## src/dds_cfg.svh

```systemverilog
`ifndef DDS_CFG_SVH
`define DDS_CFG_SVH

// ~~~~~~~~~~~~~~~~~~~~~~~~~~~~~~~~~~~~~~~~~~~~~~~~~~~~~~~~~~~~~~~~~~~~~~~~~
// Voice and table geometry
// ~~~~~~~~~~~~~~~~~~~~~~~~~~~~~~~~~~~~~~~~~~~~~~~~~~~~~~~~~~~~~~~~~~~~~~~~~
`define DDS_NUM_VOICES   4
`define DDS_ADDR_W       9
`define DDS_TABLE_DEPTH  512
`define DDS_SAMPLE_W     16
`define DDS_MIX_W        18      // Four 16-bit samples need two guard bits

// ~~~~~~~~~~~~~~~~~~~~~~~~~~~~~~~~~~~~~~~~~~~~~~~~~~~~~~~~~~~~~~~~~~~~~~~~~
// Phase stepping
// ~~~~~~~~~~~~~~~~~~~~~~~~~~~~~~~~~~~~~~~~~~~~~~~~~~~~~~~~~~~~~~~~~~~~~~~~~
`define DDS_FREQ_W       32
`define DDS_DIV_W        17
`define DDS_ACC_W        34      // Headroom for remainders above the cap
`define DDS_MAX_STEP     16
`define DDS_RESET_ADDR   256     // Middle of the table, top of the triangle

`endif

```

## src/dds_pkg.sv

```systemverilog
`include "dds_cfg.svh"

package dds_pkg;

    // ~~~~~~~~~~~~~~~~~~~~~~~~~~~~~~~~~~~~~~~~~~~~~~~~~~~~~~~~~~~~~~~~~~~~~
    // Datapath types
    // ~~~~~~~~~~~~~~~~~~~~~~~~~~~~~~~~~~~~~~~~~~~~~~~~~~~~~~~~~~~~~~~~~~~~~

    // Waveform table address
    typedef logic [`DDS_ADDR_W-1:0] addr_t;

    // One table sample, two's complement
    typedef logic signed [`DDS_SAMPLE_W-1:0] sample_t;

    // Sum of all voices
    typedef logic signed [`DDS_MIX_W-1:0] mix_t;

    // Phase remainder carried between ticks
    typedef logic [`DDS_ACC_W-1:0] acc_t;

    // Index of one voice
    typedef logic [$clog2(`DDS_NUM_VOICES)-1:0] voice_sel_t;

endpackage

```

## src/table_arbiter.sv

```systemverilog
`timescale 1ns/1ps
`include "dds_cfg.svh"

module table_arbiter (
    input  logic                        clk,
    input  logic                        rst_n,
    input  logic [`DDS_NUM_VOICES-1:0]  req,
    output logic [`DDS_NUM_VOICES-1:0]  grant,
    output logic                        rd_en,
    output dds_pkg::voice_sel_t         rd_voice
);

    import dds_pkg::*;

    voice_sel_t                  ptr;         // First voice to look at
    voice_sel_t                  cand;
    voice_sel_t                  win_voice;
    logic                        win_found;
    logic [`DDS_NUM_VOICES-1:0]  pending;
    logic [`DDS_NUM_VOICES-1:0]  grant_next;

    // A voice granted this cycle still shows req until the next edge
    assign pending = req & ~grant;

    // ~~~~~~~~~~~~~~~~~~~~~~~~~~~~~~~~~~~~~~~~~~~~~~~~~~~~~~~~~~~~~~~~~~~~~
    // Round-robin pick
    // ~~~~~~~~~~~~~~~~~~~~~~~~~~~~~~~~~~~~~~~~~~~~~~~~~~~~~~~~~~~~~~~~~~~~~

    always_comb begin
        win_found = 1'b0;
        win_voice = '0;
        cand      = '0;
        for (int i = 0; i < `DDS_NUM_VOICES; i++) begin
            cand = voice_sel_t'(int'(ptr) + i);   // Wraps around the voice ring
            if (!win_found && pending[cand]) begin
                win_found = 1'b1;
                win_voice = cand;
            end
        end
        grant_next            = '0;
        grant_next[win_voice] = win_found;
    end

    always_ff @(posedge clk) begin
        if (!rst_n) begin
            ptr      <= '0;
            grant    <= '0;
            rd_en    <= 1'b0;
            rd_voice <= '0;
        end else begin
            grant <= grant_next;
            rd_en <= win_found;
            if (win_found) begin
                ptr      <= win_voice + 1'b1;     // Next search starts past the winner
                rd_voice <= win_voice;
            end
        end
    end

endmodule

```

## config.mk

```make
export PLATFORM = sky130hd
export DESIGN_NAME = table_arbiter
export DESIGN_NICKNAME = d
export VERILOG_FILES = /design/src/dds_pkg.sv /design/src/table_arbiter.sv
export VERILOG_INCLUDE_DIRS = /design/src /design/src/src
export SDC_FILE = /design/constraint.sdc
export NUM_CORES = 1
export LEC_CHECK = 0
export BUFFER_PORTS_ARGS = -buffer_cell sky130_fd_sc_hd__buf_2
export CAP_MARGIN = 25
export CORE_AREA = 2 2 39 41
export DETAILED_ROUTE_END_ITERATION = 12
export DIE_AREA = 0 0 41 43
export PLACE_DENSITY = 0.59
export SETUP_SLACK_MARGIN = 0.15
export SLEW_MARGIN = 20
export SYNTH_ARGS = -nofsm -noshare
export SYNTH_HDL_FRONTEND = slang
export SYNTH_SLANG_ARGS = --single-unit
```

## constraint.sdc

```tcl
create_clock -name clk -period 1.77 [get_ports clk]
set_input_delay 0.2655 -clock clk [delete_from_list [all_inputs] [get_ports clk]]
set_output_delay 0.2655 -clock clk [all_outputs]
set_load 0.02 [all_outputs]
```

Word-level counts from Yosys, hierarchy flattened:

Cells that the tools add are included.

* add/sub/neg operators: 4
* order comparisons: 6
* muxes and demuxes: 18
* bitwise gates (word level): 3
* reduce and logical (&&, ||, !) cells: 7

Operator list (count)
* < comparator 2 x 3 -> 1 bit, second input constant: 5
* two-way mux 1 bit: 9
* bitwise AND 4 bit: 2
* binary-select mux 1 bit (select 2 bit): 4
* two-way mux 2 bit: 4
* adder 2 x 1 -> 2 bit, second input constant: 2
* adder 2 bit, second input constant: 2
* logical AND 1 bit: 4
* inverter 4 bit: 1
* logical NOT 1 bit: 3
* demux 1 bit (select 2 bit): 1
* greater-or-equal comparator 2 x 1 -> 1 bit, second input constant: 1

* register bits: 9
* input port bits: 6
* word-level logic and storage cells: 42

Longest topological paths before layout:

* depth after elaboration: 19
* depth in mapped cells: 5
* mapped depth without buffers: 5

Least setup slack after synthesis:

Ideal clock, no wire load.

* path type: flip-flop to flip-flop
* from: register grant[0]
* to: register ptr[1]
* setup time: 0.122 ns
* arrival time: 1.405 ns
* slack: 0.243 ns
* stages on the path, launching flop included: 6
* path buffers: 0
* period minus slack after synthesis: 1.527 ns
* cells stage by stage: dfxtp_1 -> nor2b_4 -> a211oi_1 -> o22ai_2 -> nor3b_4 -> a311o_1

* word-level cells in the longest chain between the ends: 15
* elaborated cells between the ends (all ways): 25
* those cells by class: add/sub (1); mux (16); bitwise (2); reduce/logical (6)

Ends and longest elaborated chain
* start: declaration: line table_arbiter.sv:8 `` output logic [`DDS_NUM_VOICES-1:0] grant, ``
* start signal: assignment: line table_arbiter.sv:51 `grant <= grant_next;`
* inverter 4 bit (*): line table_arbiter.sv:23 `assign pending = req & ~grant;`
* bitwise AND 4 bit (*): line table_arbiter.sv:23
* binary-select mux 1 bit (select 2 bit): line table_arbiter.sv:35 `if (!win_found && pending[cand]) begin`
* two-way mux 1 bit (not written as such): line table_arbiter.sv:35
* two-way mux 1 bit: line table_arbiter.sv:35
* logical NOT 1 bit: line table_arbiter.sv:35
* logical AND 1 bit: line table_arbiter.sv:35
* two-way mux 1 bit: line table_arbiter.sv:35
* logical NOT 1 bit: line table_arbiter.sv:35
* logical AND 1 bit: line table_arbiter.sv:35
* two-way mux 1 bit: line table_arbiter.sv:35
* logical NOT 1 bit: line table_arbiter.sv:35
* logical AND 1 bit: line table_arbiter.sv:35
* two-way mux 2 bit: line table_arbiter.sv:35
* adder 2 x 1 -> 2 bit: line table_arbiter.sv:54 `ptr <= win_voice + 1'b1;`
* end signal: assignment: line table_arbiter.sv:54
* end: declaration: line table_arbiter.sv:15 `voice_sel_t ptr;`

Mark *: on every way between the ends. The rest lies on a longest branch, timed or not. The select of a mux whose other input is x is not followed.
A chain may end at the register's enable or synchronous reset.

Worst setup path in the final report:

Same ends and word-level chain as after synthesis.

==> results.cfg <==
[placed_design]
dp_slack_ns = 0.218
dp_hpwl_um = 659
numPortBuffers = 12
gp_congestion = 0.785

[sta]
tns_ns = 0
fin_ws_ns = 0.281
max-slew-margin-rel_pct = 74.1
setup_violations = 0
rsz0062_at_grt = no
final-hold-violation-count = 0
fin_crit_sh_pct = 84.1
worstMarginPinSlew_ns = 0.384
fin_skew_ns = 0.000837
drv_slew = 0
period_needed_ns = 1.49
timing.fmax_mhz = 672
hold_slack_ns = 0.281

[critical_path]
worstSetupEndpoint = ptr[1]
path_cells = nor2b_4 -> a211oi_1 -> o22ai_2 -> nor3b_4 -> a311o_1
crit_path_start = grant[0]
end_kind = flip-flop
slowest_stage = dfxtp_1
reg2reg_from = grant[0]
worstPathRequired_ns = 1.92
startpoint_type = flip-flop
cp_max_fo = 5
worstPathArrival_ns = 1.64
r2r_slack_ns = 0.28
cpPeakStageDelay_ns = 0.39
crit_type = flip-flop to flip-flop
r2r_cells = 5
worstReg2RegEnd = ptr[1]

[clock_tree]
clock_latency_ns = 0.26
cts_tree = done
cts-htree-levels = 1
clockBufferDepth = 2
clk_pin_slew_worst_paths_ns = 0.06
cts.sinks = 9
cts_setup_buffers = 0
root_buffer = clkbuf_4
cts_made_buffers = 3

[floorplan]
die_w_um = 41
core_um2 = 1380
dieArea_um2 = 1760
initial_utilization_pct = 31.6
fp.dieH_um = 43
boundaryPins = 13
rows = 14

[layout]
area_growth_pct = 25.7
drive_gt1_share_pct = 34.9
antenna_cells = 0
nNetsFinal = 70
postLayoutCoreUtil_pct = 39.8

[yosys]
yosysSeqAreaShare_pct = 41.1
ys_seq_elements = 9
yosysWarnings = 0
yosysTopAreaCellShare_pct = 41.1
syn_area_um2 = 438
synth_most_common_cell = dfxtp_1
syn-instance-count = 47
async_reset_ff_share_pct = 0
synth_nets = 53
synth_commonest_cells = 9 x dfxtp_1, 5 x a21oi_1, 5 x nand2_1
ys_types = 22
synth_top_flop_cell = dfxtp_1
synth.top_cells.by_area = dfxtp_1 41%, a21oi_1 5.7%, a211oi_4 4.6%
synth_top_cell_by_area = dfxtp_1
syn_avg_cell_area_um2 = 9.32
synth_edf_count = 0

[global_routing]
antenna_found_initial = 0
top_usage_layer = met2
grtUsageMet3_pct = 3.14
gr-total-overflow = 0
grt_usage_pct = 13.3
grt_pass1_vias = 350
met1_usage_pct = 16.1
grt_start_max_net_pins = 8
use_met2_pct = 17.5
grt_pass1_wl_um = 1470

[route]
via_per_inst = 4.85
drtPass1Iterations = 3
avgRoutedWirePerCell_um = 11.0
vias = 383
ant_nets = 0
drc_errors = 0
wl_um = 867
first_iter_violations = 10

[hold_path]
hp-class = input port to flip-flop

[status]
outcome = completed

[power_and_ir_drop]
ir_drop_v = 0.000562
total_leakage_power_nw = 0.241
p_per_area_nw_per_um2 = 1550

[job]
drv_cap = 0
-- power breakdown --
group | internal (mW) | switching, mW
Combinational | 0.166 | 0.209
Clock | 0.0868 | 0.0700
Sequential | 0.264 | 0.0589
Total | 0.517 | 0.338
-- cell usage in the layout (no fill, tap or decap), drive strengths merged --
cell,Yosys,layout
buf,0,12
dfxtp,9,9
nand2,5,5
a21oi,5,5
clkbuf,0,4
nand3,3,3
nor2,3,3
o21ai,3,3
inv,3,3
nand2b,3,3
nor2b,2,2
a211oi,2,2
nor3b,2,2
or3,1,1
nor4bb,1,1
o22ai,1,1
and2,1,1
and3,1,1
nor3,1,1
a311o,1,1
-- state kept, by name, indices dropped and copies added, names as in the netlist --
name,cells
ptr,2
rd_en,1
rd_voice,2
grant,4
-- cells by family (layout without fill, tap and decap cells) --
kind of cell	Yosys count	after routing	synth area share, %
DFF	9	9	41.1
and+or+nand+nor	23	23	35.7
buffers and inverters	3	19	2.57
AOI/OAI and AO/OA	12	12	20.6
-- routing by layer --
| metal | share of wire [%] | up-vias |
|---|---|---|
| li1 | - | 201 |
| met1 | 46 | 168 |
| met2 | 43 | 10 |
| met3 | 5.1 | 4 |
| met4 | 5.2 | 0 |
| met5 | 0 | - |
-- worst min path at each step --
stage,start,end,slack (ns),depth (start not counted)
finish,rst_n,rd_voice[0],0.28,3
global route,rst_n,rd_voice[0],0.29,3
CTS,rst_n,rd_voice[0],0.28,3
detailed placement,rd_voice[1],rd_voice[1],0.45,2
global placement,rd_voice[1],rd_voice[1],0.45,2
floorplan,rst_n,rd_voice[0],0.40,2
-- through the flow --
step	cells	total power, mW	area, um^2
finish	79	0.855	551
CTS	79	0.856	544
global placement	75	0.694	518
detailed placement	75	0.696	518
global route	79	0.920	551
floorplan	47	0.605	438
-- area by class of cell --
| class | count | area, um^2 |
|---|---|---|
| Fill cell | 161 | 833 |
| Multi-Input combinational cell | 35 | 253 |
| Sequential cell | 9 | 180 |
| Timing Repair Buffer | 12 | 60.1 |
| Clock buffer | 4 | 26.3 |
| Tap cell | 16 | 20.0 |
| Inverter | 3 | 11.3 |
-- what timing repair did --
item / in CTS / in global routing
resized for setup: 0 / 1
hold buffers: 0 / 0
endpoints found under the setup margin: 0 / 2
-- critical path: cells and delay by family (launching register included) --
family          cells  cell delay [ns]
simple gates        2             0.26
compound gates      3             0.74
flops               1             0.39
No activity file was read; power rests on OpenSTA's default activity.
