## src/dds_cfg.svh

```systemverilog
`ifndef DDS_CFG_SVH
`define DDS_CFG_SVH

// ~~~~~~~~~~~~~~~~~~~~~~~~~~~~~~~~~~~~~~~~~~~~~~~~~~~~~~~~~~~~~~~~~~~~~~~~~
// Voice and table geometry
// ~~~~~~~~~~~~~~~~~~~~~~~~~~~~~~~~~~~~~~~~~~~~~~~~~~~~~~~~~~~~~~~~~~~~~~~~~
`define DDS_NUM_VOICES   4
`define DDS_ADDR_W       9
`define DDS_TABLE_DEPTH  512
`define DDS_SAMPLE_W     16
`define DDS_MIX_W        18      // Four 16-bit samples need two guard bits

// ~~~~~~~~~~~~~~~~~~~~~~~~~~~~~~~~~~~~~~~~~~~~~~~~~~~~~~~~~~~~~~~~~~~~~~~~~
// Phase stepping
// ~~~~~~~~~~~~~~~~~~~~~~~~~~~~~~~~~~~~~~~~~~~~~~~~~~~~~~~~~~~~~~~~~~~~~~~~~
`define DDS_FREQ_W       32
`define DDS_DIV_W        17
`define DDS_ACC_W        34      // Headroom for remainders above the cap
`define DDS_MAX_STEP     16
`define DDS_RESET_ADDR   256     // Middle of the table, top of the triangle

`endif

```

## src/dds_pkg.sv

```systemverilog
`include "dds_cfg.svh"

package dds_pkg;

    // ~~~~~~~~~~~~~~~~~~~~~~~~~~~~~~~~~~~~~~~~~~~~~~~~~~~~~~~~~~~~~~~~~~~~~
    // Datapath types
    // ~~~~~~~~~~~~~~~~~~~~~~~~~~~~~~~~~~~~~~~~~~~~~~~~~~~~~~~~~~~~~~~~~~~~~

    // Waveform table address
    typedef logic [`DDS_ADDR_W-1:0] addr_t;

    // One table sample, two's complement
    typedef logic signed [`DDS_SAMPLE_W-1:0] sample_t;

    // Sum of all voices
    typedef logic signed [`DDS_MIX_W-1:0] mix_t;

    // Phase remainder carried between ticks
    typedef logic [`DDS_ACC_W-1:0] acc_t;

    // Index of one voice
    typedef logic [$clog2(`DDS_NUM_VOICES)-1:0] voice_sel_t;

endpackage

```

## src/voice_mixer.sv

```systemverilog
`timescale 1ns/1ps
`include "dds_cfg.svh"

module voice_mixer (
    input  logic                 clk,
    input  logic                 rst_n,
    input  logic                 data_valid,
    input  dds_pkg::voice_sel_t  data_voice,
    input  dds_pkg::sample_t     rd_data,
    output dds_pkg::mix_t        mix_out,
    output logic                 mix_valid
);

    import dds_pkg::*;

    mix_t                        sum_acc;
    mix_t                        sample_ext;
    logic [`DDS_NUM_VOICES-1:0]  seen;          // Voices returned so far this frame
    logic [`DDS_NUM_VOICES-1:0]  seen_next;
    logic                        frame_done;

    assign sample_ext = mix_t'(rd_data);       // Sign extends
    // Frame ends with the return that completes the set of voices
    always_comb begin
        seen_next             = seen;
        seen_next[data_voice] = 1'b1;
    end
    assign frame_done = data_valid && (&seen_next);

    // ~~~~~~~~~~~~~~~~~~~~~~~~~~~~~~~~~~~~~~~~~~~~~~~~~~~~~~~~~~~~~~~~~~~~~
    // Running sum and output pulse
    // ~~~~~~~~~~~~~~~~~~~~~~~~~~~~~~~~~~~~~~~~~~~~~~~~~~~~~~~~~~~~~~~~~~~~~

    always_ff @(posedge clk) begin
        if (!rst_n) begin
            sum_acc   <= '0;
            seen      <= '0;
            mix_out   <= '0;
            mix_valid <= 1'b0;
        end else begin
            mix_valid <= 1'b0;
            if (frame_done) begin
                mix_out   <= sum_acc + sample_ext;   // Wraps at mix width
                mix_valid <= 1'b1;
                sum_acc   <= '0;
                seen      <= '0;
            end else if (data_valid) begin
                sum_acc <= sum_acc + sample_ext;
                seen    <= seen_next;
            end
        end
    end

endmodule

```

## config.mk

```make
export PLATFORM = sky130hd
export DESIGN_NAME = voice_mixer
export DESIGN_NICKNAME = d
export VERILOG_FILES = /design/src/dds_pkg.sv /design/src/voice_mixer.sv
export VERILOG_INCLUDE_DIRS = /design/src /design/src/src
export SDC_FILE = /design/constraint.sdc
export NUM_CORES = 1
export LEC_CHECK = 0
export ABC_CLOCK_PERIOD_IN_PS = 6500
export BUFFER_PORTS_ARGS = -buffer_cell sky130_fd_sc_hd__buf_2
export CAP_MARGIN = 5
export CORE_MARGIN = 2
export CORE_UTILIZATION = 45
export CTS_CLUSTER_DIAMETER = 50
export DETAILED_ROUTE_END_ITERATION = 8
export PLACE_DENSITY = 0.66
export SLEW_MARGIN = 5
export SYNTH_ARGS = -nofsm -noshare
export SYNTH_HDL_FRONTEND = slang
export SYNTH_SLANG_ARGS = --single-unit
```

## constraint.sdc

```tcl
create_clock -name clk -period 6.5 [get_ports clk]
set_clock_uncertainty 0.1 [all_clocks]
set_input_delay 0.65 -clock clk [delete_from_list [all_inputs] [get_ports clk]]
set_output_delay 0.65 -clock clk [all_outputs]
set_load 0.05 [all_outputs]
```

Word-level counts from Yosys, hierarchy flattened
Index checks and enable logic that the tools add are counted.
{"block": "op_classes", "add_sub_neg": 1, "magnitude_cmp": 2, "n_mux": 3, "n_bitwise": 2, "reduce_logical": 4}
{"cell": "adder 18 x 16 -> 18 bit", "count": 1}
{"cell": "OR 4 bit", "count": 1}
{"cell": "AND reduction 4 bit", "count": 1}
{"cell": "< comparator 2 x 3 -> 1 bit (second input constant)", "count": 1}
{"cell": "demux 1 bit (select 2 bit)", "count": 1}
{"cell": "greater-or-equal comparator 2 x 1 -> 1 bit (second input constant)", "count": 1}
{"cell": "logical AND 1 bit", "count": 2}
{"cell": "two-way mux 1 bit", "count": 2}
{"cell": "OR reduction 2 bit", "count": 1}
{"cell": "NOT 1 bit", "count": 1}
{"block": "word_totals", "ff_bits": 41, "output_inout_bits": 19, "elab_cells": 16}

Depth between registers and ports, before layout
Gate-level depths: netlist of run 1.
{"block": "depth", "word_depth": 8, "depth_mapped": 10, "mapped_depth_nobuf": 10}

Worst setup path after synthesis of run 1
No wires, ideal clock.
{"block": "synth_timing", "kind": "input port to flip-flop", "from": "in rd_data[0]", "to": "reg sum_acc[14]", "setup_time_ns": 0.116, "arrival_ns": 2.365, "t_required_ns": 6.284, "setup_slack_ns": 3.919, "path_stages": 10, "n_path_buf": 0, "cell_sequence": "ha_1 > inv_1 > fa_1 > nor2b_1 > o211ai_1 > a21oi_1 > a211oi_1 > o21bai_1 > xor2_1 > a31o_2"}
{"block": "synth_via", "elab_chain_len": 1}
{"element": "start: declaration", "line_no": "voice_mixer.sv:9", "rtl": "input dds_pkg::sample_t rd_data,"}
{"element": "adder 18 x 16 -> 18 bit", "line_no": "voice_mixer.sv:48", "rtl": "sum_acc <= sum_acc + sample_ext;"}
{"element": "end signal: assignment", "line_no": "voice_mixer.sv:48"}
{"element": "end: declaration", "line_no": "voice_mixer.sv:16", "rtl": "mix_t sum_acc;"}
No other way between the ends.
A chain may end at the register's enable or synchronous reset.

Final worst setup path of run 1
Same ends and word-level chain as after synthesis.

==> run_results.csv, run 1 <==
group,metric,value,unit
status,outcome,"finished, final reports clean",
die,die_h,76.17,um
grt,grt_usage,17.58,%
critical_path,cp-start-kind,"input port",
placement,port_buffers,39,
sta,setup_viol,0,
sta,drv_slew,0,
yosys,synth_area,2343,um^2
detailed_routing,dr.pass1.iters,4,
detailed_routing,wl_per_cell,13.31,um
die,die_w,76.17,um
sta,slew_headroom,45.43,%
die,initial_utilization,46.18,%
sta,hold_viol_final,0,
grt,grt_antenna_before_repair,0,
die,design.die.area,5801,um^2
yosys,postSynthAreaPerCell,8.843,um^2
power,total_leakage_power,1.230,nW
layout,layout-drive-gt1-share,16.17,%
power,peakVddDrop,127.5,uV
cts,root_buffer,"clkbuf_8",
sta,worstMarginPinSlew,0.8169,ns
grt,grt_util_met2,28.93,%
job,maxCapViolCount,0,
sta,fin_ws,3.735,ns
hold_path,hp-class,"flip-flop to flip-flop",
critical_path,slowest_delay,0.52,ns
yosys,synth.distinct_cells,43,
critical_path,critical_path_class,"input port to flip-flop",
critical_path,r2r_cells,10,
yosys,synth_seq_cells,41,
cts,clk_latency,0.29,ns
grt,grt_pass1_vias,1868,
power,powerDensity,261.5,nW/um^2
layout,multiInputGateArea,1443,um^2
die,num_rows,26,
placement,preCtsSetupSlack,3.458,ns
critical_path,crit_slowest_cell,"a211oi_1",
hold_path,whs_path_depth,2,
critical_path,reg2reg_from,"sum_acc[0]",
cts,clkSlewWorstSetupHoldPaths,0.08,ns
cts,cts_setup_buffers,0,
yosys,ys_async_sr_fraction,0,%
cts,cts-resized-gates,0,
layout,seqCellArea,820.8,um^2
critical_path,crit_chain,"buf_2, ha_1, inv_1, fa_1, nor2b_1, o211ai_1, a21oi_1, a211oi_1, o21bai_1, xor2_1, a31o_2",
grt,grt_pass1_wl,8369,um
layout,utilization,52.96,%
critical_path,reg2reg_to,"sum_acc[14]",
layout,fill_cells,506,
sta,fin_setup_tns,0,ns
yosys,synth_edf_count,0,
cts,cts_tree,"built",
layout,insertedDiodeCount,0,
layout,final_nets,341,
detailed_routing,via_count,1987,
layout,stdcell_area,2688,um^2
detailed_routing,wl,4964,um
critical_path,reg2reg_slack,3.88,ns
hold_path,holdPathEnd,"mix_out[16]",
detailed_routing,ant_nets,0,
detailed_routing,post-route-drc-count,0,
detailed_routing,drtIter0Drc,63,
cts,clk_path_buf_depth,2,
placement,hpwl,3549,um
detailed_routing,avgViaCountPerCell,5.327,
cts,clock_sinks,41,
die,core,5075,um^2
critical_path,crit_fanout,3,
cts,numCtsBuffers,5,
sta,max_freq,361.7,MHz
yosys,synth_flop_cell,"dfxtp_1",
layout,areaGrowthSynthToFinish,14.68,%
yosys,syn_nets,304,
critical_path,endpoint_kind,"flip-flop",
sta,rsz0062_at_grt,"no",
critical_path,critPathArrivalTime,2.85,ns
grt,grt_util_met1,22.91,%
sta,layout_min_cycle_time,2.765,ns
grt,overflow,0,
placement,place_area,2576,um^2
cts,cts_hold_buf,0,
sta,hold_slack,0.3539,ns
hold_path,holdCritStartpoint,"mix_out[16]",
grt,grt.busiest_layer,"met2",
yosys,ys_warn_count,0,
die,pin_count,40,
grt,use_met3,3.791,%
cts,ctsHtreeMaxLevel,2,
placement,place_congestion,0.8252,
yosys,ys_seq_area_share,35.02,%
grt,grt_max_degree,32,
sta,fin_crit_sh,42.53,%
yosys,synthCells,265,
critical_path,critPathRequiredTime,6.59,ns
area by class of cell:
type,instances,area share (%)
Timing Repair Buffer,39,7.263
Clock inverter,2,1.443
Sequential cell,41,30.54
Inverter,8,1.117
Multi-Input combinational cell,207,53.68
Tap cell,70,3.259
Clock buffer,6,2.700
power by group:
| group | total, mW | internal, mW | leakage, nW | switching, mW |
|---|---|---|---|---|
| Clock | 0.207 | 0.115 | 0.0554 | 0.0915 |
| Combinational | 0.214 | 0.0924 | 0.840 | 0.121 |
| Sequential | 0.282 | 0.271 | 0.334 | 0.0112 |
cells by family (layout without fill, tap and decap cells):
logic type / after synthesis / after routing / share of synthesized area (%)
AOI/OAI and AO/OA: 66 / 66 / 18.37
xor gates and xnor gates: 14 / 14 / 5.232
adders and majority gates: 18 / 18 / 9.930
buffers and inverters: 17 / 55 / 3.417
DFF: 41 / 41 / 35.02
muxes: 20 / 20 / 8.542
and+or+nand+nor: 89 / 89 / 19.49
placed cells by master (no fill, tap or decap), drive strengths merged, types with 2 or more instances in the layout:
| cell | count |
|---|---|
| nand2 | 19 |
| and4 | 2 |
| nand4 | 3 |
| ha | 17 |
| and2 | 2 |
| dfxtp | 41 |
| a31oi | 4 |
| inv | 8 |
| nor2 | 25 |
| o21bai | 2 |
| o31a | 3 |
| nor2b | 18 |
| nand2b | 4 |
| buf | 39 |
| o211a | 3 |
| a211oi | 6 |
| nand3b | 3 |
| a21oi | 17 |
| clkbuf | 6 |
| nand3 | 7 |
| nor3 | 3 |
| xor2 | 5 |
| o21ai | 15 |
| xnor2 | 9 |
| a21o | 7 |
| mux2i | 20 |
sequential cells by signal (all words and copies together), names as in the netlist:
signal     flops
sum_acc       18
seen           4
mix_out       18
mix_valid      1
per-stage QoR:
step | total power, mW | instances
5_1_grt | 0.7444 | 373
2_1_floorplan | 0.4550 | 265
6_report | 0.7027 | 373
3_5_place_dp | 0.4993 | 365
3_3_place_gp | 0.4968 | 365
4_1_cts | 0.7060 | 373
critical path: cells and delay by family:
kind	cells	cell delay, ns
XOR/XNOR	1	0.17
AO/OA/AOI/OAI	5	1.39
AND/OR/NAND/NOR	1	0.07
buffers and inverters	2	0.17
adder cells (fa/ha/maj)	2	0.40
Yosys cell counts, types with 4 or more instances:
cell type / n / area (um^2)
a31oi_1: 4 / 25.02
nor2b_1: 18 / 112.6
nor2_1: 25 / 93.84
mux2i_1: 20 / 200.2
o21ai_0: 15 / 75.07
dfxtp_1: 41 / 820.8
xnor2_1: 9 / 78.83
a21o_1: 7 / 52.55
a21oi_1: 17 / 85.08
nand2_1: 19 / 71.32
clkbuf_1: 5 / 18.77
a211oi_1: 6 / 45.04
xor2_1: 5 / 43.79
nand3_1: 7 / 35.03
inv_1: 8 / 30.03
ha_1: 17 / 212.7
worst max path at each step:
stage | start | to | depth (start not counted)
after global routing | rd_data[0] | sum_acc[14] | 11
after global placement | rd_data[0] | sum_acc[14] | 11
after CTS | rd_data[0] | sum_acc[14] | 11
after detailed placement | rd_data[0] | sum_acc[14] | 11
after floorplan | rd_data[0] | sum_acc[14] | 10
final | rd_data[0] | sum_acc[14] | 11
per-layer routing:
layer	vias to the layer above	routed length, um	part of all wire (%)
li1	1021	-	-
met1	914	2415	49
met2	46	2295	46
met3	6	199	4.0
met4	0	54	1.1
met5	-	0	0
(Power assumes the default switching activity.)
==> run 2: changes to the inputs <==
ABC_AREA = 1   (was default)
ABC_CLOCK_PERIOD_IN_PS = 2900   (was 6500)
clock period = 2.9 ns   (was 6.5 ns; I/O delays follow)
==> run 2 against run 1 <==
Non-clock buffer count grew 1. Sequential share of layout area fell by 1.3 points. Global-route usage up 1.8 points. Cell area up 4.4%.
==> run_results.csv, run 2 <==
group,metric,value,unit
power,p_int,1.031,mW
critical_path,cp-start-kind,"flip-flop",
power,p_sw,0.4904,mW
yosys,synth_flop_cell,"dfxtp_1",
sta,max_freq,488.5,MHz
yosys,synth_seq_cells,41,
critical_path,critPathRequiredTime,3.00,ns
cts,cts_tree,"built",
critical_path,reg2reg_from,"sum_acc[0]",
cts,clock_sinks,41,
die,design.die.area,6059,um^2
placement,hpwl,4183,um
grt,overflow,0,
yosys,ys_seq_area_share,33.45,%
sta,fin_crit_sh,70.59,%
yosys,ys_async_sr_fraction,0,%
detailed_routing,drtIter0Drc,129,
critical_path,critPathMostFrequentCell,"nand2_1",
cts,numCtsBuffers,5,
layout,layout-drive-gt1-share,15.02,%
power,total_leakage_power,1.560,nW
cts,clk_path_buf_depth,2,
power,power_frac_comb,27.4,%
detailed_routing,via_count,2294,
sta,hold_slack,0.2366,ns
power,powerDensity,542.1,nW/um^2
critical_path,critical_path_class,"flip-flop to flip-flop",
grt,grt_antenna_before_repair,0,
cts,clkSlewWorstSetupHoldPaths,0.09,ns
die,die_h,77.84,um
grt,grt_usage,19.40,%
cts,clk_latency,0.30,ns
yosys,synth_top_cell_by_area,"dfxtp_1",
cts,cts_hold_buf,0,
sta,slew_headroom,68.23,%
grt,grt_pass1_wl,9397,um
yosys,syn_nets,405,
detailed_routing,avgViaCountPerCell,4.819,
layout,layout_common_cells,"nand2_1 (121), inv_1 (46), dfxtp_1 (41)",
critical_path,crit_start,"sum_acc[0]",
placement,port_buffers,39,
cts,ctsHtreeMaxLevel,2,
yosys,post-synth-top-count-cell,"nand2_1",
critical_path,crit_slowest_cell,"fa_1",
yosys,synthCells,366,
critical_path,crit_fanout,3,
sta,hold_viol_final,0,
die,initial_utilization,47.44,%
hold_path,hp-class,"input port to flip-flop",
sta,fin_setup_tns,0,ns
layout,final_common_cell,"nand2_1",
critical_path,endpoint_kind,"flip-flop",
critical_path,slowest_delay,0.41,ns
layout,final_nets,444,
detailed_routing,wl_per_cell,11.42,um
sta,worstMarginPinSlew,0.4752,ns
sta,setup_viol,0,
yosys,synth_edf_count,0,
die,pin_count,40,
cts,root_buffer,"clkbuf_8",
layout,reg_top3,"mix_out x18, sum_acc x18, seen x4",
yosys,synth_top_area_share,33.45,%
detailed_routing,dr.pass1.iters,4,
yosys,synth.distinct_cells,34,
yosys,yosys-top-cells-count,"nand2_1 (121), inv_1 (46), dfxtp_1 (41), nor2_1 (31), a21oi_1 (25)",
power,clkPwrFrac,32.2,%
critical_path,reg2reg_slack,0.85,ns
detailed_routing,ant_nets,0,
power,seq_power_share,40.3,%
layout,areaGrowthSynthToFinish,14.38,%
sta,rsz0062_at_grt,"no",
sta,drv_slew,0,
cts,cts_setup_buffers,0,
detailed_routing,wl,5435,um
placement,place_congestion,0.9431,
die,num_rows,26,
yosys,ys_top_cells_by_area,"dfxtp_1 (33%), nand2_1 (19%), ha_1 (8.7%)",
power,swShare,32.24,%
die,core,5172,um^2
hold_path,holdCritStartpoint,"data_voice[1]",
sta,layout_min_cycle_time,2.047,ns
layout,insertedDiodeCount,0,
critical_path,crit_chain,"ha_1, inv_1, fa_1, o21ai_2, nand2_1, nand2_1, nand2_1, nand2_1, nand2_1, nand2_1, nand2_1, nand2_1, inv_1",
die,die_w,77.84,um
power,peakVddDrop,194.9,uV
grt,grt_pass1_vias,2140,
yosys,ys_warn_count,0,
detailed_routing,post-route-drc-count,0,
yosys,postSynthAreaPerCell,6.704,um^2
cts,cts-resized-gates,0,
job,maxCapViolCount,0,
yosys,synth_area,2454,um^2
grt,grt_max_degree,36,
status,outcome,"finished, final reports clean",
critical_path,critPathArrivalTime,2.15,ns
==> run 2: cell count changes in the layout (fill, tap and decap cells not counted), sizes merged, moves of 9 or more <==
| cell | change |
|---|---|
| nand2 | +104 |
| inv | +42 |
| mux2i | -20 |
| nor2b | -18 |
| nand3 | +12 |
| a21oi | +9 |
==> run 2: cell families (layout without fill, tap and decap cells) <==
| kind of cell | after synthesis | count (layout) | synth area share (%) |
|---|---|---|---|
| fa+ha+maj | 18 | 18 | 9.485 |
| flops | 41 | 41 | 33.45 |
| xor+xnor | 9 | 9 | 3.213 |
| compound gates | 58 | 58 | 13.72 |
| simple gates | 182 | 182 | 30.04 |
| buf+inv | 58 | 98 | 10.10 |
==> run 2: worst max-delay path: cells and delay by family, from the launching register on <==
family,cells,cell delay (ns)
compound gates,1,0.23
fa+ha+maj,2,0.61
buf+inv,2,0.09
flops,1,0.34
simple gates,8,0.56
==> run 2: final timing paths <==
| kind | endpoint | depth (start not counted) |
|---|---|---|
| min | seen[1] | 3 |
| min reg2reg | mix_out[14] | 2 |
| max | sum_acc[10] | 13 |
| max reg2reg | sum_acc[10] | 13 |
==> run 2: final cells by class <==
class                      instances  area (um^2)
clock buffer                       6        82.58
clock inverter                     2        37.54
fill                             520         2366
inverter                          50        190.2
multi-input combinational        267         1385
sequential                        41        820.8
tap                               70        87.58
timing repair buffer              40        202.7
==> run 2: routing by layer <==
layer / global-route usage (%) / routed length, um / share of wire [%]
met5: 0 / 0 / 0
met4: 6.964 / 95 / 1.7
met3: 4.419 / 234 / 4.3
met2: 33.19 / 2511 / 46
met1: 23.72 / 2594 / 48
==> run 2: power by group through the flow <==
| stage | Sequential (mW) | Clock (mW) | Combinational, mW |
|---|---|---|---|
| floorplan | 0.626 | 0 | 0.328 |
| detailed placement | 0.626 | 0 | 0.416 |
| global route | 0.618 | 0.523 | 0.484 |
| finish | 0.614 | 0.490 | 0.417 |
| CTS | 0.614 | 0.503 | 0.419 |
| global placement | 0.625 | 0 | 0.411 |
==> run 2: metrics by stage <==
step | util (%) | power (mW) | setup slack, ns | cells | area [um^2]
3_5_place_dp | 51.94 | 1.042 | 0.8151 | 468 | 2686
5_1_grt | 54.26 | 1.625 | 0.6512 | 476 | 2806
4_1_cts | 54.26 | 1.536 | 0.8502 | 476 | 2806
2_1_floorplan | - | 0.9539 | 1.065 | 366 | 2454
6_report | 54.26 | 1.521 | 0.8528 | 476 | 2806
3_3_place_gp | 51.94 | 1.037 | 0.8781 | 468 | 2686
