==> src/dds_cfg.svh <==
`ifndef DDS_CFG_SVH
`define DDS_CFG_SVH

// ~~~~~~~~~~~~~~~~~~~~~~~~~~~~~~~~~~~~~~~~~~~~~~~~~~~~~~~~~~~~~~~~~~~~~~~~~
// Voice and table geometry
// ~~~~~~~~~~~~~~~~~~~~~~~~~~~~~~~~~~~~~~~~~~~~~~~~~~~~~~~~~~~~~~~~~~~~~~~~~
`define DDS_NUM_VOICES   4
`define DDS_ADDR_W       9
`define DDS_TABLE_DEPTH  512
`define DDS_SAMPLE_W     16
`define DDS_MIX_W        18      // Four 16-bit samples need two guard bits

// ~~~~~~~~~~~~~~~~~~~~~~~~~~~~~~~~~~~~~~~~~~~~~~~~~~~~~~~~~~~~~~~~~~~~~~~~~
// Phase stepping
// ~~~~~~~~~~~~~~~~~~~~~~~~~~~~~~~~~~~~~~~~~~~~~~~~~~~~~~~~~~~~~~~~~~~~~~~~~
`define DDS_FREQ_W       32
`define DDS_DIV_W        17
`define DDS_ACC_W        34      // Headroom for remainders above the cap
`define DDS_MAX_STEP     16
`define DDS_RESET_ADDR   256     // Middle of the table, top of the triangle

`endif

==> src/dds_pkg.sv <==
`include "dds_cfg.svh"

package dds_pkg;

    // ~~~~~~~~~~~~~~~~~~~~~~~~~~~~~~~~~~~~~~~~~~~~~~~~~~~~~~~~~~~~~~~~~~~~~
    // Datapath types
    // ~~~~~~~~~~~~~~~~~~~~~~~~~~~~~~~~~~~~~~~~~~~~~~~~~~~~~~~~~~~~~~~~~~~~~

    // Waveform table address
    typedef logic [`DDS_ADDR_W-1:0] addr_t;

    // One table sample, two's complement
    typedef logic signed [`DDS_SAMPLE_W-1:0] sample_t;

    // Sum of all voices
    typedef logic signed [`DDS_MIX_W-1:0] mix_t;

    // Phase remainder carried between ticks
    typedef logic [`DDS_ACC_W-1:0] acc_t;

    // Index of one voice
    typedef logic [$clog2(`DDS_NUM_VOICES)-1:0] voice_sel_t;

endpackage

==> src/phase_stepper.sv <==
`timescale 1ns/1ps
`include "dds_cfg.svh"

module phase_stepper (
    input  logic                    clk,
    input  logic                    rst_n,
    input  logic                    step,
    input  logic [`DDS_FREQ_W-1:0]  freq_word,
    input  logic [`DDS_DIV_W-1:0]   divisor,
    input  logic                    grant,
    output dds_pkg::addr_t          addr,
    output logic                    req
);

    import dds_pkg::*;

    localparam int QW = $clog2(`DDS_MAX_STEP + 1);

    acc_t          acc;
    acc_t          sum;
    acc_t          remainder;
    logic [QW-1:0] quot;
    logic          div_ok;

    // ~~~~~~~~~~~~~~~~~~~~~~~~~~~~~~~~~~~~~~~~~~~~~~~~~~~~~~~~~~~~~~~~~~~~~
    // Quotient ladder
    // ~~~~~~~~~~~~~~~~~~~~~~~~~~~~~~~~~~~~~~~~~~~~~~~~~~~~~~~~~~~~~~~~~~~~~

    assign div_ok = (divisor != '0);

    // Largest multiple k of divisor not above sum, k in 1..MAX_STEP
    always_comb begin
        sum  = acc + acc_t'(freq_word);
        quot = '0;
        for (int k = 1; k <= `DDS_MAX_STEP; k++) begin
            if (sum >= acc_t'(divisor) * acc_t'(k)) begin
                quot = k[QW-1:0];           // Multiples rise, last hit wins
            end
        end
        remainder = sum - acc_t'(divisor) * acc_t'(quot);  // Excess over cap stays here
    end

    // ~~~~~~~~~~~~~~~~~~~~~~~~~~~~~~~~~~~~~~~~~~~~~~~~~~~~~~~~~~~~~~~~~~~~~
    // Phase state and table request
    // ~~~~~~~~~~~~~~~~~~~~~~~~~~~~~~~~~~~~~~~~~~~~~~~~~~~~~~~~~~~~~~~~~~~~~

    always_ff @(posedge clk) begin
        if (!rst_n) begin
            addr <= addr_t'(`DDS_RESET_ADDR);
            acc  <= '0;
        end else if (step && div_ok) begin
            addr <= addr + addr_t'(quot);     // Wraps modulo table depth
            acc  <= remainder;
        end
    end

    always_ff @(posedge clk) begin
        if (!rst_n) begin
            req <= 1'b0;
        end else if (step) begin
            req <= 1'b1;                      // New address wants a read
        end else if (grant) begin
            req <= 1'b0;
        end
    end

endmodule

==> config.mk <==
export PLATFORM = sky130hd
export DESIGN_NAME = phase_stepper
export DESIGN_NICKNAME = d
export VERILOG_FILES = /design/src/dds_pkg.sv /design/src/phase_stepper.sv
export VERILOG_INCLUDE_DIRS = /design/src /design/src/src
export SDC_FILE = /design/constraint.sdc
export NUM_CORES = 1
export LEC_CHECK = 0
export BUFFER_PORTS_ARGS = -buffer_cell sky130_fd_sc_hd__buf_2
export CORE_MARGIN = 2
export CORE_UTILIZATION = 30
export DETAILED_ROUTE_END_ITERATION = 10
export SLEW_MARGIN = 20
export SYNTH_ARGS = -nofsm -noshare
export SYNTH_HDL_FRONTEND = slang
export SYNTH_SLANG_ARGS = --single-unit
export TNS_END_PERCENT = 50
==> constraint.sdc <==
create_clock -name clk -period 23.6 [get_ports clk]
set_input_delay 1.18 -clock clk [delete_from_list [all_inputs] [get_ports clk]]
set_output_delay 1.18 -clock clk [all_outputs]
set_load 0.005 [all_outputs]
---- Word-level counts from Yosys, hierarchy flattened ----
Cells that the tools add are included.
word-level totals
  bits of input ports ..................... 53
  output and inout port bits .............. 10
  flip-flop bits (word level) ............. 44
  word-level logic and storage cells ...... 55
operators by class
  $lt $le $gt $ge ......................... 16
  multipliers ............................. 12
  mux-type cells .......................... 18
  add/sub/neg operators ................... 3
  reduce and logical (&&, ||, !) cells .... 3
operators by type and width
  kind                                                                   number
  34-bit by 21-bit greater-or-equal comparator with 1-bit output         8
  34-bit by 20-bit greater-or-equal comparator with 1-bit output         4
  17-bit by 4-bit multiplier with 21-bit output (second input constant)  4
  17-bit by 3-bit multiplier with 20-bit output (second input constant)  4
  5-bit two-way mux                                                      15
  34-bit by 19-bit greater-or-equal comparator with 1-bit output         2
  17-bit by 2-bit multiplier with 19-bit output (second input constant)  3
  34-bit by 32-bit adder with 34-bit output                              1
  34-bit by 17-bit greater-or-equal comparator with 1-bit output         1
  34-bit by 18-bit greater-or-equal comparator with 1-bit output         1
  34-bit by 22-bit subtractor with 34-bit output                         1
  17-bit by 5-bit multiplier with 22-bit output                          1
  17-bit nonzero test                                                    1
  9-bit by 5-bit adder with 9-bit output                                 1
  1-bit two-way mux                                                      3
  2-bit nonzero test                                                     1
  1-bit logical AND                                                      1

---- Logic depth before layout (Yosys ltp) ----
Gate-level depths: netlist of the first run.
  depth in word-level cells ............... 20
  mapped depth ............................ 55
  depth with buffers taken out ............ 55

---- Worst setup path before layout of the first run ----
OpenSTA, ideal clock, no wires.
  kind .................................... input to register
  start ................................... input port divisor[2]
  end ..................................... register acc[32]
  data required time ...................... 23473 ps
  arrival time ............................ 11744 ps
  stages .................................. 52
  setup slack ............................. 11729 ps
  path buffers ............................ 1
  setup time .............................. 127 ps
  path through ............................ inv_1 -> fa_1 -> fa_1 -> inv_1 -> ha_1 -> a21oi_1 -> o21ai_0 -> a2111o_1 -> a31o_2 -> a21o_1 -> a21o_1 -> a21o_1 -> a21oi_1 -> o21bai_1 -> a21o_1 -> a21o_1 -> a21oi_1 -> nor2_1 -> (+16 left out) -> fa_1 -> inv_1 -> ha_1 -> inv_1 -> a21oi_1 -> o21ai_0 -> a21oi_1 -> o21ai_0 -> a21boi_0 -> o21ai_0 -> a21boi_0 -> o211ai_1 -> a211oi_1 -> o31ai_1 -> a21boi_0 -> nor3_1 -> xnor2_1 -> o21ai_0
on the way
  longest elaborated chain between the ends .. 19
  elaborated cells between the ends (all ways) .. 47
  those cells by class .................... 1 x add/sub; 12 x mul; 16 x order compare; 16 x mux; 2 x reduce/logical
RTL lines
  what                                                                                                                     line                 RTL
  from (decl)                                                                                                              phase_stepper.sv:9   input logic [`DDS_DIV_W-1:0] divisor,
  parallel branches: the longest is 19 deep, another holds 34-bit by 19-bit greater-or-equal comparator with 1-bit output  -
  to (signal assigned)                                                                                                     phase_stepper.sv:53  acc <= remainder;
  to (decl)                                                                                                                phase_stepper.sv:19  acc_t acc;
Several ways; the timed one is not identified.
A chain may end at the register's enable or synchronous reset.

---- Worst setup path in the final report of the first run ----
  start ................................... input port divisor[3]
  end ..................................... register acc[30]
The elaborated chain is that of the path after synthesis.

==> impl_metrics.csv, run 1 <==
group,metric,value,unit
drt,vias,19460,
sta,slew-limit-headroom,41.33,%
yosys,yosysWarnings,0,
place,globalplace.congestion,0.9491,
clocking,cts_buffers,5,
cells_and_area,area_growth,8.683,%
sta,rsz0062_at_grt,"no",
yosys,syn_area,21150,um^2
floorplanning,core,69910,um^2
critical_path,crit_path_frequent_cell,"o21ai_0",
outcome,status,"finished, final reports clean",
clocking,cts.sinks,44,
pwr,power.density,117.7,nW/um^2
floorplanning,dieArea,72650,um^2
cells_and_area,postLayoutCoreUtil,32.89,%
pwr,p_leak,10.82,nW
critical_path,max_stage_delay,0.71,ns
floorplanning,die_h,269.5,um
sta,fmax,0.07476,GHz
critical_path,worstPathRequired,23.77,ns
sta,slew_violations,0,
yosys,ys_seq_area_share,4.164,%
place,place_area,22810,um^2
pwr,p_comb_share,92.7,%
place,io_buffers,62,
critical_path,startpoint_type,"primary input",
yosys,synth_edf_count,0,
cells_and_area,multi_input_area,19270,um^2
clocking,cts-resized-gates,0,
yosys,synth-main-ff-cell,"dfxtp_1",
sta,hold_viol_final,0,
cells_and_area,postLayoutCellArea,22990,um^2
critical_path,criticalPathCategory,"in -> reg",
job,drv_cap,0,
critical_path,cp_slowest_cell,"nor3b_1",
global_route,antenna_found_initial,0,
floorplanning,num_io_pins,63,
global_route,grt_pass1_wl,108300,um
yosys,async_flop_share,0,%
cells_and_area,antenna_cells,0,
yosys,synth_cell_type_count,98,
clocking,htreeDepth,2,
clocking,path_clk_slew,0.07,ns
yosys,syn-num-nets,3282,
pwr,power_frac_seq,4.1,%
critical_path,arrival,13.54,ns
sta,finalCriticalPeriod,13.38,ns
cells_and_area,seq_area,880.8,um^2
global_route,grt_pass1_vias,19220,
drt,dr_wl_met3,3673,um
yosys,syn_avg_cell_area,8.164,um^2
pwr,p_switching,1.564,mW
pwr,p_total,2.705,mW
yosys,ys_ff_latch,44,
floorplanning,start_util,30.26,%
critical_path,rrSetupSlack,12.02,ns
pwr,ir_drop,0.00005587,V
clocking,cts_hold_buf,0,
yosys,netlist_instances,2591,
sta,min_period_over_period,56.68,%
floorplanning,die_x,269.5,um
place,place_hpwl,57510,um
drt,maxUsedRoutingLayer,"met4",
sta,tightest_slew,0.8753,ns
drt,routedWlPerCell,19.28,um
sta,setup_viol,0,
global_route,grt_max_degree,44,
critical_path,endpoint_kind,"flop",
place,pre_cts_ws,10.08,ns
pwr,netSwitchingFraction,57.80,%
clocking,clock_path_buffers,2,
drt,avgViaCountPerCell,5.418,
pwr,clockPowerShare,3.2,%
sta,setup_slack,10.22,ns
critical_path,cp_max_fo,18,
clocking,insertion_delay,0.29,ns
clocking,cts_tree,"done",
clocking,cts_setup_buffers,0,
drt,drc,0,
drt,drt_wl_total,69240,um
drt,detail-route-antenna-nets,0,
drt,met1_length,32170,um
worst_hold_path,min_path_type,"reg -> reg",
cells_and_area,nFillCells,7473,
sta,fin_skew,0.004605,ns
cells_and_area,nNetsFinal,3342,
cells_and_area,drive_gt1_share,6.071,%
drt,first_pass_iters,5,
sta,final.setup.tns,0,ns
drt,drt-initial-drc-count,1350,
drt,met2_length,30620,um
global_route,grtUsageTotal,18.73,%
floorplanning,rows,97,
pwr,power.internal,1.142,mW
global_route,grt_overflow,0,
clocking,cts-root-buf,"clkbuf_16",
==> kinds of logic after synthesis <==
logic type | Yosys count | share of synthesized area [%]
XOR/XNOR | 147 | 6.223
buffers and inverters | 294 | 5.347
adder cells (fa/ha/maj) | 644 | 43.17
AO/OA/AOI/OAI | 733 | 23.29
multiplexers | 5 | 0.2366
AND/OR/NAND/NOR | 724 | 17.57
flip-flops | 44 | 4.164
==> state kept, by name (all words and copies together) (netlist names) <==
name,flops
addr,9
acc,34
req,1
==> path summary, 6_finish.rpt <==
| kind | endpoint | startpoint | depth (start not counted) |
|---|---|---|---|
| worst max-delay path | acc[30]$_SDFFE_PN0P_ | divisor[3] | 55 |
| worst min-delay path | acc[30]$_SDFFE_PN0P_ | acc[30]$_SDFFE_PN0P_ | 2 |
| worst max register to register | acc[30]$_SDFFE_PN0P_ | acc[4]$_SDFFE_PN0P_ | 46 |
| worst min register to register | acc[30]$_SDFFE_PN0P_ | acc[30]$_SDFFE_PN0P_ | 2 |
==> synth_stat cells, types with 14 or more instances <==
| cell type | n | share of area, % |
|---|---|---|
| ha_1 | 493 | 29 |
| inv_1 | 254 | 4.5 |
| a21oi_1 | 193 | 4.6 |
| nand2_1 | 192 | 3.4 |
| fa_1 | 145 | 14 |
| nor2_1 | 136 | 2.4 |
| o21ai_0 | 127 | 3.0 |
| a21o_1 | 109 | 3.9 |
| xnor2_1 | 98 | 4.1 |
| nand4_1 | 63 | 1.9 |
| nor3_1 | 56 | 1.3 |
| and2_1 | 55 | 1.6 |
| nand3_1 | 55 | 1.3 |
| xor2_1 | 46 | 1.9 |
| dfxtp_1 | 44 | 4.2 |
| o21bai_1 | 40 | 1.4 |
| o21a_1 | 37 | 1.3 |
| nor2b_1 | 31 | 0.92 |
| o211ai_1 | 28 | 0.99 |
| a211oi_1 | 26 | 0.92 |
| and3_1 | 24 | 0.71 |
| nand2b_1 | 24 | 0.71 |
| a31oi_1 | 22 | 0.65 |
| clkbuf_1 | 22 | 0.39 |
| a21boi_0 | 17 | 0.60 |
| o31ai_1 | 15 | 0.53 |
| nor4_1 | 14 | 0.41 |
==> power groups by stage <==
stage / clock, mW / sequential [mW] / combinational [mW]
final: 0.0866 / 0.110 / 2.51
after CTS: 0.0884 / 0.110 / 2.48
after global routing: 0.0907 / 0.112 / 2.82
after detailed placement: 0 / 0.111 / 2.46
after global placement: 0 / 0.111 / 2.44
after floorplan: 0 / 0.105 / 1.77
==> stage by stage <==
step | hold WS, ns | instances
6_report | 0.4733 | 3592
5_1_grt | 0.5005 | 3592
4_1_cts | 0.4768 | 3592
3_5_place_dp | 0.4627 | 3584
3_3_place_gp | 0.4622 | 3584
2_1_floorplan | 0.4291 | 2591
==> per-layer routing <==
metal  track usage [%]  vias to the layer above
li1                  -                     9567
met1             25.70                     9254
met2             30.53                      528
met3             1.630                      111
met4             6.871                        0
met5                 0                        -
==> layout by cell type, fill, tap and decap left out, drive strengths merged, types with 23 or more instances in the layout <==
cell / Yosys / final
ha: 493 / 493
inv: 255 / 255
a21oi: 193 / 193
nand2: 192 / 192
fa: 145 / 145
nor2: 137 / 137
o21ai: 135 / 135
a21o: 109 / 109
xnor2: 100 / 100
buf: 16 / 91
nand4: 66 / 66
nor3: 58 / 58
and2: 57 / 57
nand3: 55 / 55
xor2: 46 / 46
dfxtp: 44 / 44
o21bai: 40 / 40
o21a: 37 / 37
nor2b: 31 / 31
o211ai: 28 / 28
a211oi: 28 / 28
and3: 24 / 24
nand2b: 24 / 24
a31oi: 23 / 23
==> critical path, delay by kind of cell <==
kind / cells / cell delay (ns)
AO/OA/AOI/OAI: 27 / 5.31
AND/OR/NAND/NOR: 9 / 1.85
buffers and inverters: 9 / 1.27
XOR/XNOR: 2 / 0.29
adder cells (fa/ha/maj): 8 / 3.59
==> layout make-up <==
type / count / area share, %
inverter: 256 / 4.180
clock inverter: 2 / 0.1687
multi-input combinational: 2253 / 83.80
sequential: 44 / 3.832
tap: 940 / 5.116
timing repair buffer: 91 / 2.297
clock buffer: 6 / 0.6041
(Power assumes the default switching activity.)
==> inputs of run 2 (changes only) <==
Clock period 23.6 ns to 12.9 ns, I/O delays scaled along.
==> impl_metrics.csv, run 2 (same netlist as run 1, synthesis figures left out) <==
group,metric,value,unit
clocking,path_clk_slew,0.06,ns
place,place_hpwl,59500,um
cells_and_area,largest_reg_flops,34,
global_route,grtUsageTotal,19.30,%
global_route,grt_pass1_wl,111100,um
cells_and_area,finalNonFillerCells,3620,
cells_and_area,final_common_cell,"ha_1",
critical_path,startpoint_type,"primary input",
floorplanning,num_io_pins,63,
cells_and_area,final_cell_mix,"493 x ha_1, 254 x inv_1, 193 x a21oi_1",
sta,hold_viol_final,0,
floorplanning,dieArea,72650,um^2
floorplanning,die_x,269.5,um
drt,avgViaCountPerCell,5.442,
drt,first_pass_iters,5,
worst_hold_path,hold_path.startpoint,"acc[30]$_SDFFE_PN0P_",
critical_path,worstPathRequired,13.11,ns
critical_path,reg2reg_depth,45,
outcome,status,"finished, final reports clean",
sta,slew-limit-headroom,35.48,%
sta,tightest_slew,0.9590,ns
drt,detail-route-antenna-nets,0,
drt,vias,19700,
sta,fmax,0.08444,GHz
critical_path,worstReg2RegEnd,"acc[32]$_SDFFE_PN0P_",
clocking,cts-resized-gates,0,
clocking,cts_buffers,5,
global_route,grt-busiest-layer,"met2",
worst_hold_path,min_path_type,"reg -> reg",
critical_path,criticalPathCategory,"in -> reg",
place,place_area,22990,um^2
cells_and_area,largest_register,"acc",
critical_path,crit_path_frequent_cell,"a21oi_1",
cells_and_area,reg_top3,"acc: 34 flops, addr: 9 flops, req: 1 flops",
floorplanning,start_util,30.26,%
drt,drt-initial-drc-count,1422,
pwr,power.density,216.0,nW/um^2
global_route,antenna_found_initial,1,
clocking,htreeDepth,2,
pwr,p_leak,10.95,nW
drt,routedWlPerCell,19.83,um
clocking,cts-root-buf,"clkbuf_16",
global_route,grtUsageMet1,27.78,%
critical_path,crit_family,"compound AO/OA/AOI/OAI gates",
pwr,ir_drop,0.0001124,V
floorplanning,rows,97,
place,io_buffers,62,
clocking,clock_path_buffers,2,
critical_path,cp_max_fo,9,
worst_hold_path,min_delay_path_depth,2,
cells_and_area,nNetsFinal,3370,
sta,slew_violations,0,
cells_and_area,drive_gt1_share,7.052,%
sta,setup_viol,0,
floorplanning,die_h,269.5,um
sta,rsz0062_at_grt,"no",
critical_path,endpoint_kind,"flop",
clocking,cts_tree,"done",
sta,finalCriticalPeriod,11.84,ns
critical_path,max_stage_delay,0.63,ns
cells_and_area,postLayoutCellArea,23170,um^2
critical_path,cp_slowest_cell,"fa_1",
drt,drc,0,
place,globalplace.congestion,0.9514,
global_route,grt.met3_usage,1.060,%
global_route,grt_overflow,0,
clocking,insertion_delay,0.30,ns
sta,setup_slack,1.057,ns
sta,min_period_over_period,91.80,%
clocking,cts.sinks,44,
place,pre_cts_ws,0.5059,ns
cells_and_area,antenna_cells,0,
critical_path,path_buf_inv,6,
clocking,cts_hold_buf,0,
critical_path,r2r-start,"acc[0]$_SDFFE_PN0P_",
job,drv_cap,0,
critical_path,rrSetupSlack,2.08,ns
clocking,cts_setup_buffers,0,
global_route,grt_pass1_vias,18990,
sta,final.setup.tns,0,ns
sta,fin_skew,0.01110,ns
critical_path,arrival,12.05,ns
global_route,grtUsageMet2,31.08,%
floorplanning,core,69910,um^2
cells_and_area,area_growth,9.553,%
global_route,grt_max_degree,44,
cells_and_area,nFillCells,7414,
drt,drt_wl_total,71780,um
place,placed_cells_incl_taps,3612,
worst_hold_path,hold_end,"acc[30]$_SDFFE_PN0P_",
-- run 2: changes by cell type in the layout (fill, tap and decap cells not counted), sizes merged --
cell and delta:
inv +1, buf +28, clkinvlp +1, clkinv -1, clkbuf -1
-- run 2: worst max path at each step --
stage / end / start / slack (ns) / cells past startpoint
after global placement: acc[30]$_SDFFE_PN0P_ / divisor[1] / 0.64 / 54
after global routing: acc[32]$_SDFFE_PN0P_ / divisor[1] / 0.05 / 54
final: acc[32]$_SDFFE_PN0P_ / divisor[1] / 1.06 / 54
after detailed placement: acc[30]$_SDFFE_PN0P_ / divisor[1] / 0.51 / 53
after CTS: acc[30]$_SDFFE_PN0P_ / divisor[1] / 0.74 / 53
after floorplan: acc[32]$_SDFFE_PN0P_ / divisor[2] / 1.56 / 52
-- run 2: report_power, final --
part,total (mW),internal (mW),leakage [nW],switching [mW]
combinational,4.65,1.83,10.5,2.82
clock,0.155,0.0923,0.0804,0.0627
sequential,0.201,0.175,0.362,0.0269
total,5.00,2.09,10.9,2.91
-- run 2: worst min-delay path, stage by stage, from the launching register on --
cell	delay (ns)
dfxtp_1	0.34
nand2_1	0.05
o21ai_0	0.05
-- run 2: layout make-up --
class,instances,area (um^2),area share [%]
Multi-Input combinational cell,2253,19250,83.05
Clock inverter,3,46.29,0.1998
Inverter,256,960.9,4.147
Clock buffer,5,125.1,0.5399
Timing Repair Buffer,119,738.2,3.186
Tap cell,940,1176,5.075
Sequential cell,44,880.8,3.801
-- run 2: layer usage --
metal | wire [um] | share of wire, %
met1 | 34150 | 48
met2 | 31580 | 44
met3 | 3937 | 5.5
met4 | 2120 | 3.0
met5 | 0 | 0
-- run 2: per-stage QoR --
step / util, % / hold WS, ns / power [mW]
2_1_floorplan: - / 0.4291 / 3.433
3_3_place_gp: 32.89 / 0.4563 / 4.714
3_5_place_dp: 32.89 / 0.4600 / 4.736
4_1_cts: 33.13 / 0.4751 / 4.923
5_1_grt: 33.15 / 0.4966 / 5.528
6_report: 33.15 / 0.4684 / 5.005
==> inputs of run 3 (changes only) <==
Settings changed: BUFFER_PORTS_ARGS -buffer_cell sky130_fd_sc_hd__buf_2 to default, CAP_MARGIN from default to 30, DONT_BUFFER_PORTS from default to 1.
==> impl_metrics.csv, run 3 (same netlist as run 1, synthesis figures left out) <==
group,metric,value,unit
critical_path,cp_max_fo,10,
critical_path,max_stage_delay,0.55,ns
sta,slew-limit-headroom,40.41,%
drt,drt_wl_total,70630,um
cells_and_area,largest_reg_flops,34,
drt,first_pass_iters,7,
clocking,cts_tree,"done",
clocking,cts_setup_buffers,0,
clocking,htreeDepth,2,
critical_path,startpoint_type,"primary input",
worst_hold_path,min_delay_path_depth,1,
sta,fin_skew,0.006225,ns
cells_and_area,nFillCells,7522,
worst_hold_path,min_path_type,"in -> reg",
floorplanning,rows,97,
sta,min_period_over_period,92.40,%
sta,fmax,0.08389,GHz
place,place_hpwl,58480,um
global_route,grt_max_degree,44,
cells_and_area,antenna_cells,0,
clocking,cts_hold_buf,0,
clocking,insertion_delay,0.30,ns
global_route,grtUsageTotal,19.06,%
place,globalplace.congestion,0.9635,
critical_path,cp_slowest_cell,"a211oi_1",
floorplanning,dieArea,72650,um^2
critical_path,worstReg2RegEnd,"acc[30]$_SDFFE_PN0P_",
critical_path,endpoint_kind,"flop",
sta,rsz0062_at_grt,"no",
sta,tightest_slew,0.8894,ns
drt,drt-initial-drc-count,1389,
cells_and_area,largest_register,"acc",
pwr,p_leak,10.59,nW
sta,final.setup.tns,0,ns
sta,slew_violations,0,
clocking,cts-root-buf,"clkbuf_16",
clocking,cts.sinks,44,
drt,routedWlPerCell,19.96,um
drt,detail-route-antenna-nets,0,
job,drv_cap,0,
clocking,path_clk_slew,0.07,ns
critical_path,criticalPathCategory,"in -> reg",
drt,avgViaCountPerCell,5.518,
cells_and_area,final_cell_mix,"493 x ha_1, 254 x inv_1, 193 x a21oi_1",
cells_and_area,postLayoutCoreUtil,32.46,%
cells_and_area,reg_top3,"acc: 34 flops, addr: 9 flops, req: 1 flops",
pwr,ir_drop,0.0001010,V
sta,setup_viol,0,
place,io_buffers,0,
cells_and_area,area_growth,7.281,%
clocking,cts-resized-gates,0,
critical_path,crit_path_frequent_cell,"o21ai_0",
critical_path,rrSetupSlack,1.63,ns
critical_path,worstPathRequired,13.07,ns
global_route,grt_overflow,0,
global_route,grt_pass1_vias,18980,
drt,drc,0,
cells_and_area,drive_gt1_share,4.003,%
clocking,cts_buffers,5,
critical_path,reg2reg_depth,43,
cells_and_area,final_common_cell,"ha_1",
sta,finalCriticalPeriod,11.92,ns
cells_and_area,nNetsFinal,3288,
critical_path,r2r-start,"acc[0]$_SDFFE_PN0P_",
sta,hold_viol_final,0,
worst_hold_path,hold_end,"addr[8]$_SDFFE_PN1P_",
floorplanning,num_io_pins,63,
floorplanning,die_x,269.5,um
critical_path,arrival,12.09,ns
drt,vias,19520,
global_route,grt_pass1_wl,110200,um
outcome,status,"finished, final reports clean",
worst_hold_path,hold_path.startpoint,"rst_n",
floorplanning,core,69910,um^2
floorplanning,start_util,30.26,%
global_route,antenna_found_initial,0,
floorplanning,die_h,269.5,um
clocking,clock_path_buffers,2,
pwr,power.density,217.2,nW/um^2
## run 3: cell count changes in the layout (fill, tap and decap cells not counted), moves of 2 or more
| cell | previous run | this run |
|---|---|---|
| buf_2 | 62 | 0 |
| buf_4 | 57 | 37 |
| o21ai_0 | 125 | 127 |
| o21ai_1 | 8 | 6 |
## run 3: how the worst max path moves through the flow
stage | start | to | cells past startpoint
after detailed placement | divisor[1] | acc[30]$_SDFFE_PN0P_ | 54
after CTS | divisor[1] | acc[30]$_SDFFE_PN0P_ | 54
after global placement | divisor[1] | acc[30]$_SDFFE_PN0P_ | 54
final | divisor[1] | acc[30]$_SDFFE_PN0P_ | 54
after global routing | divisor[1] | acc[30]$_SDFFE_PN0P_ | 54
after floorplan | divisor[2] | acc[32]$_SDFFE_PN0P_ | 52
## run 3: critical path: cells and delay by family
family                   cells  cell delay [ns]
buffers and inverters        8             0.87
adder cells (fa/ha/maj)      8             3.53
AO/OA/AOI/OAI               27             5.40
AND/OR/NAND/NOR              9             1.33
XOR/XNOR                     2             0.31
## run 3: layer usage
layer,up-vias,GRT usage [%],wire length [um]
li1,9468,-,-
met1,9345,26.41,32450
met2,617,31.50,31770
met3,91,2.039,4529
met4,0,4.751,1873
met5,-,0,0
## run 3: report_power, final
part           leakage, nW  internal, mW  total, mW  switching (mW)
Combinational         10.2          1.82       4.59            2.77
Clock               0.0701        0.0775      0.140          0.0623
Sequential           0.362         0.175      0.199          0.0248
Total                 10.6          2.07       4.93            2.86
## run 3: per-stage QoR
| step | setup WS (ns) | instances | instance area [um^2] | power (mW) | hold slack, ns |
|---|---|---|---|---|---|
| after floorplan | 1.564 | 2591 | 21150 | 3.433 | 0.4291 |
| after global placement | 0.9979 | 3530 | 22540 | 4.682 | 0.4524 |
| after detailed placement | 0.8835 | 3530 | 22540 | 4.702 | 0.4554 |
| after CTS | 1.126 | 3538 | 22690 | 4.868 | 0.4138 |
| after global routing | 0.1829 | 3538 | 22690 | 5.491 | 0.4098 |
| final | 0.9801 | 3538 | 22690 | 4.928 | 0.4236 |
## run 3: cell type report
cell class	instances	area (um^2)	area share, %
multi-input combinational	2253	19250	84.82
inverter	256	960.9	4.234
clock buffer	7	142.6	0.6286
sequential	44	880.8	3.882
timing repair buffer	37	277.8	1.224
tap	940	1176	5.183
clock inverter	1	7.507	0.03308
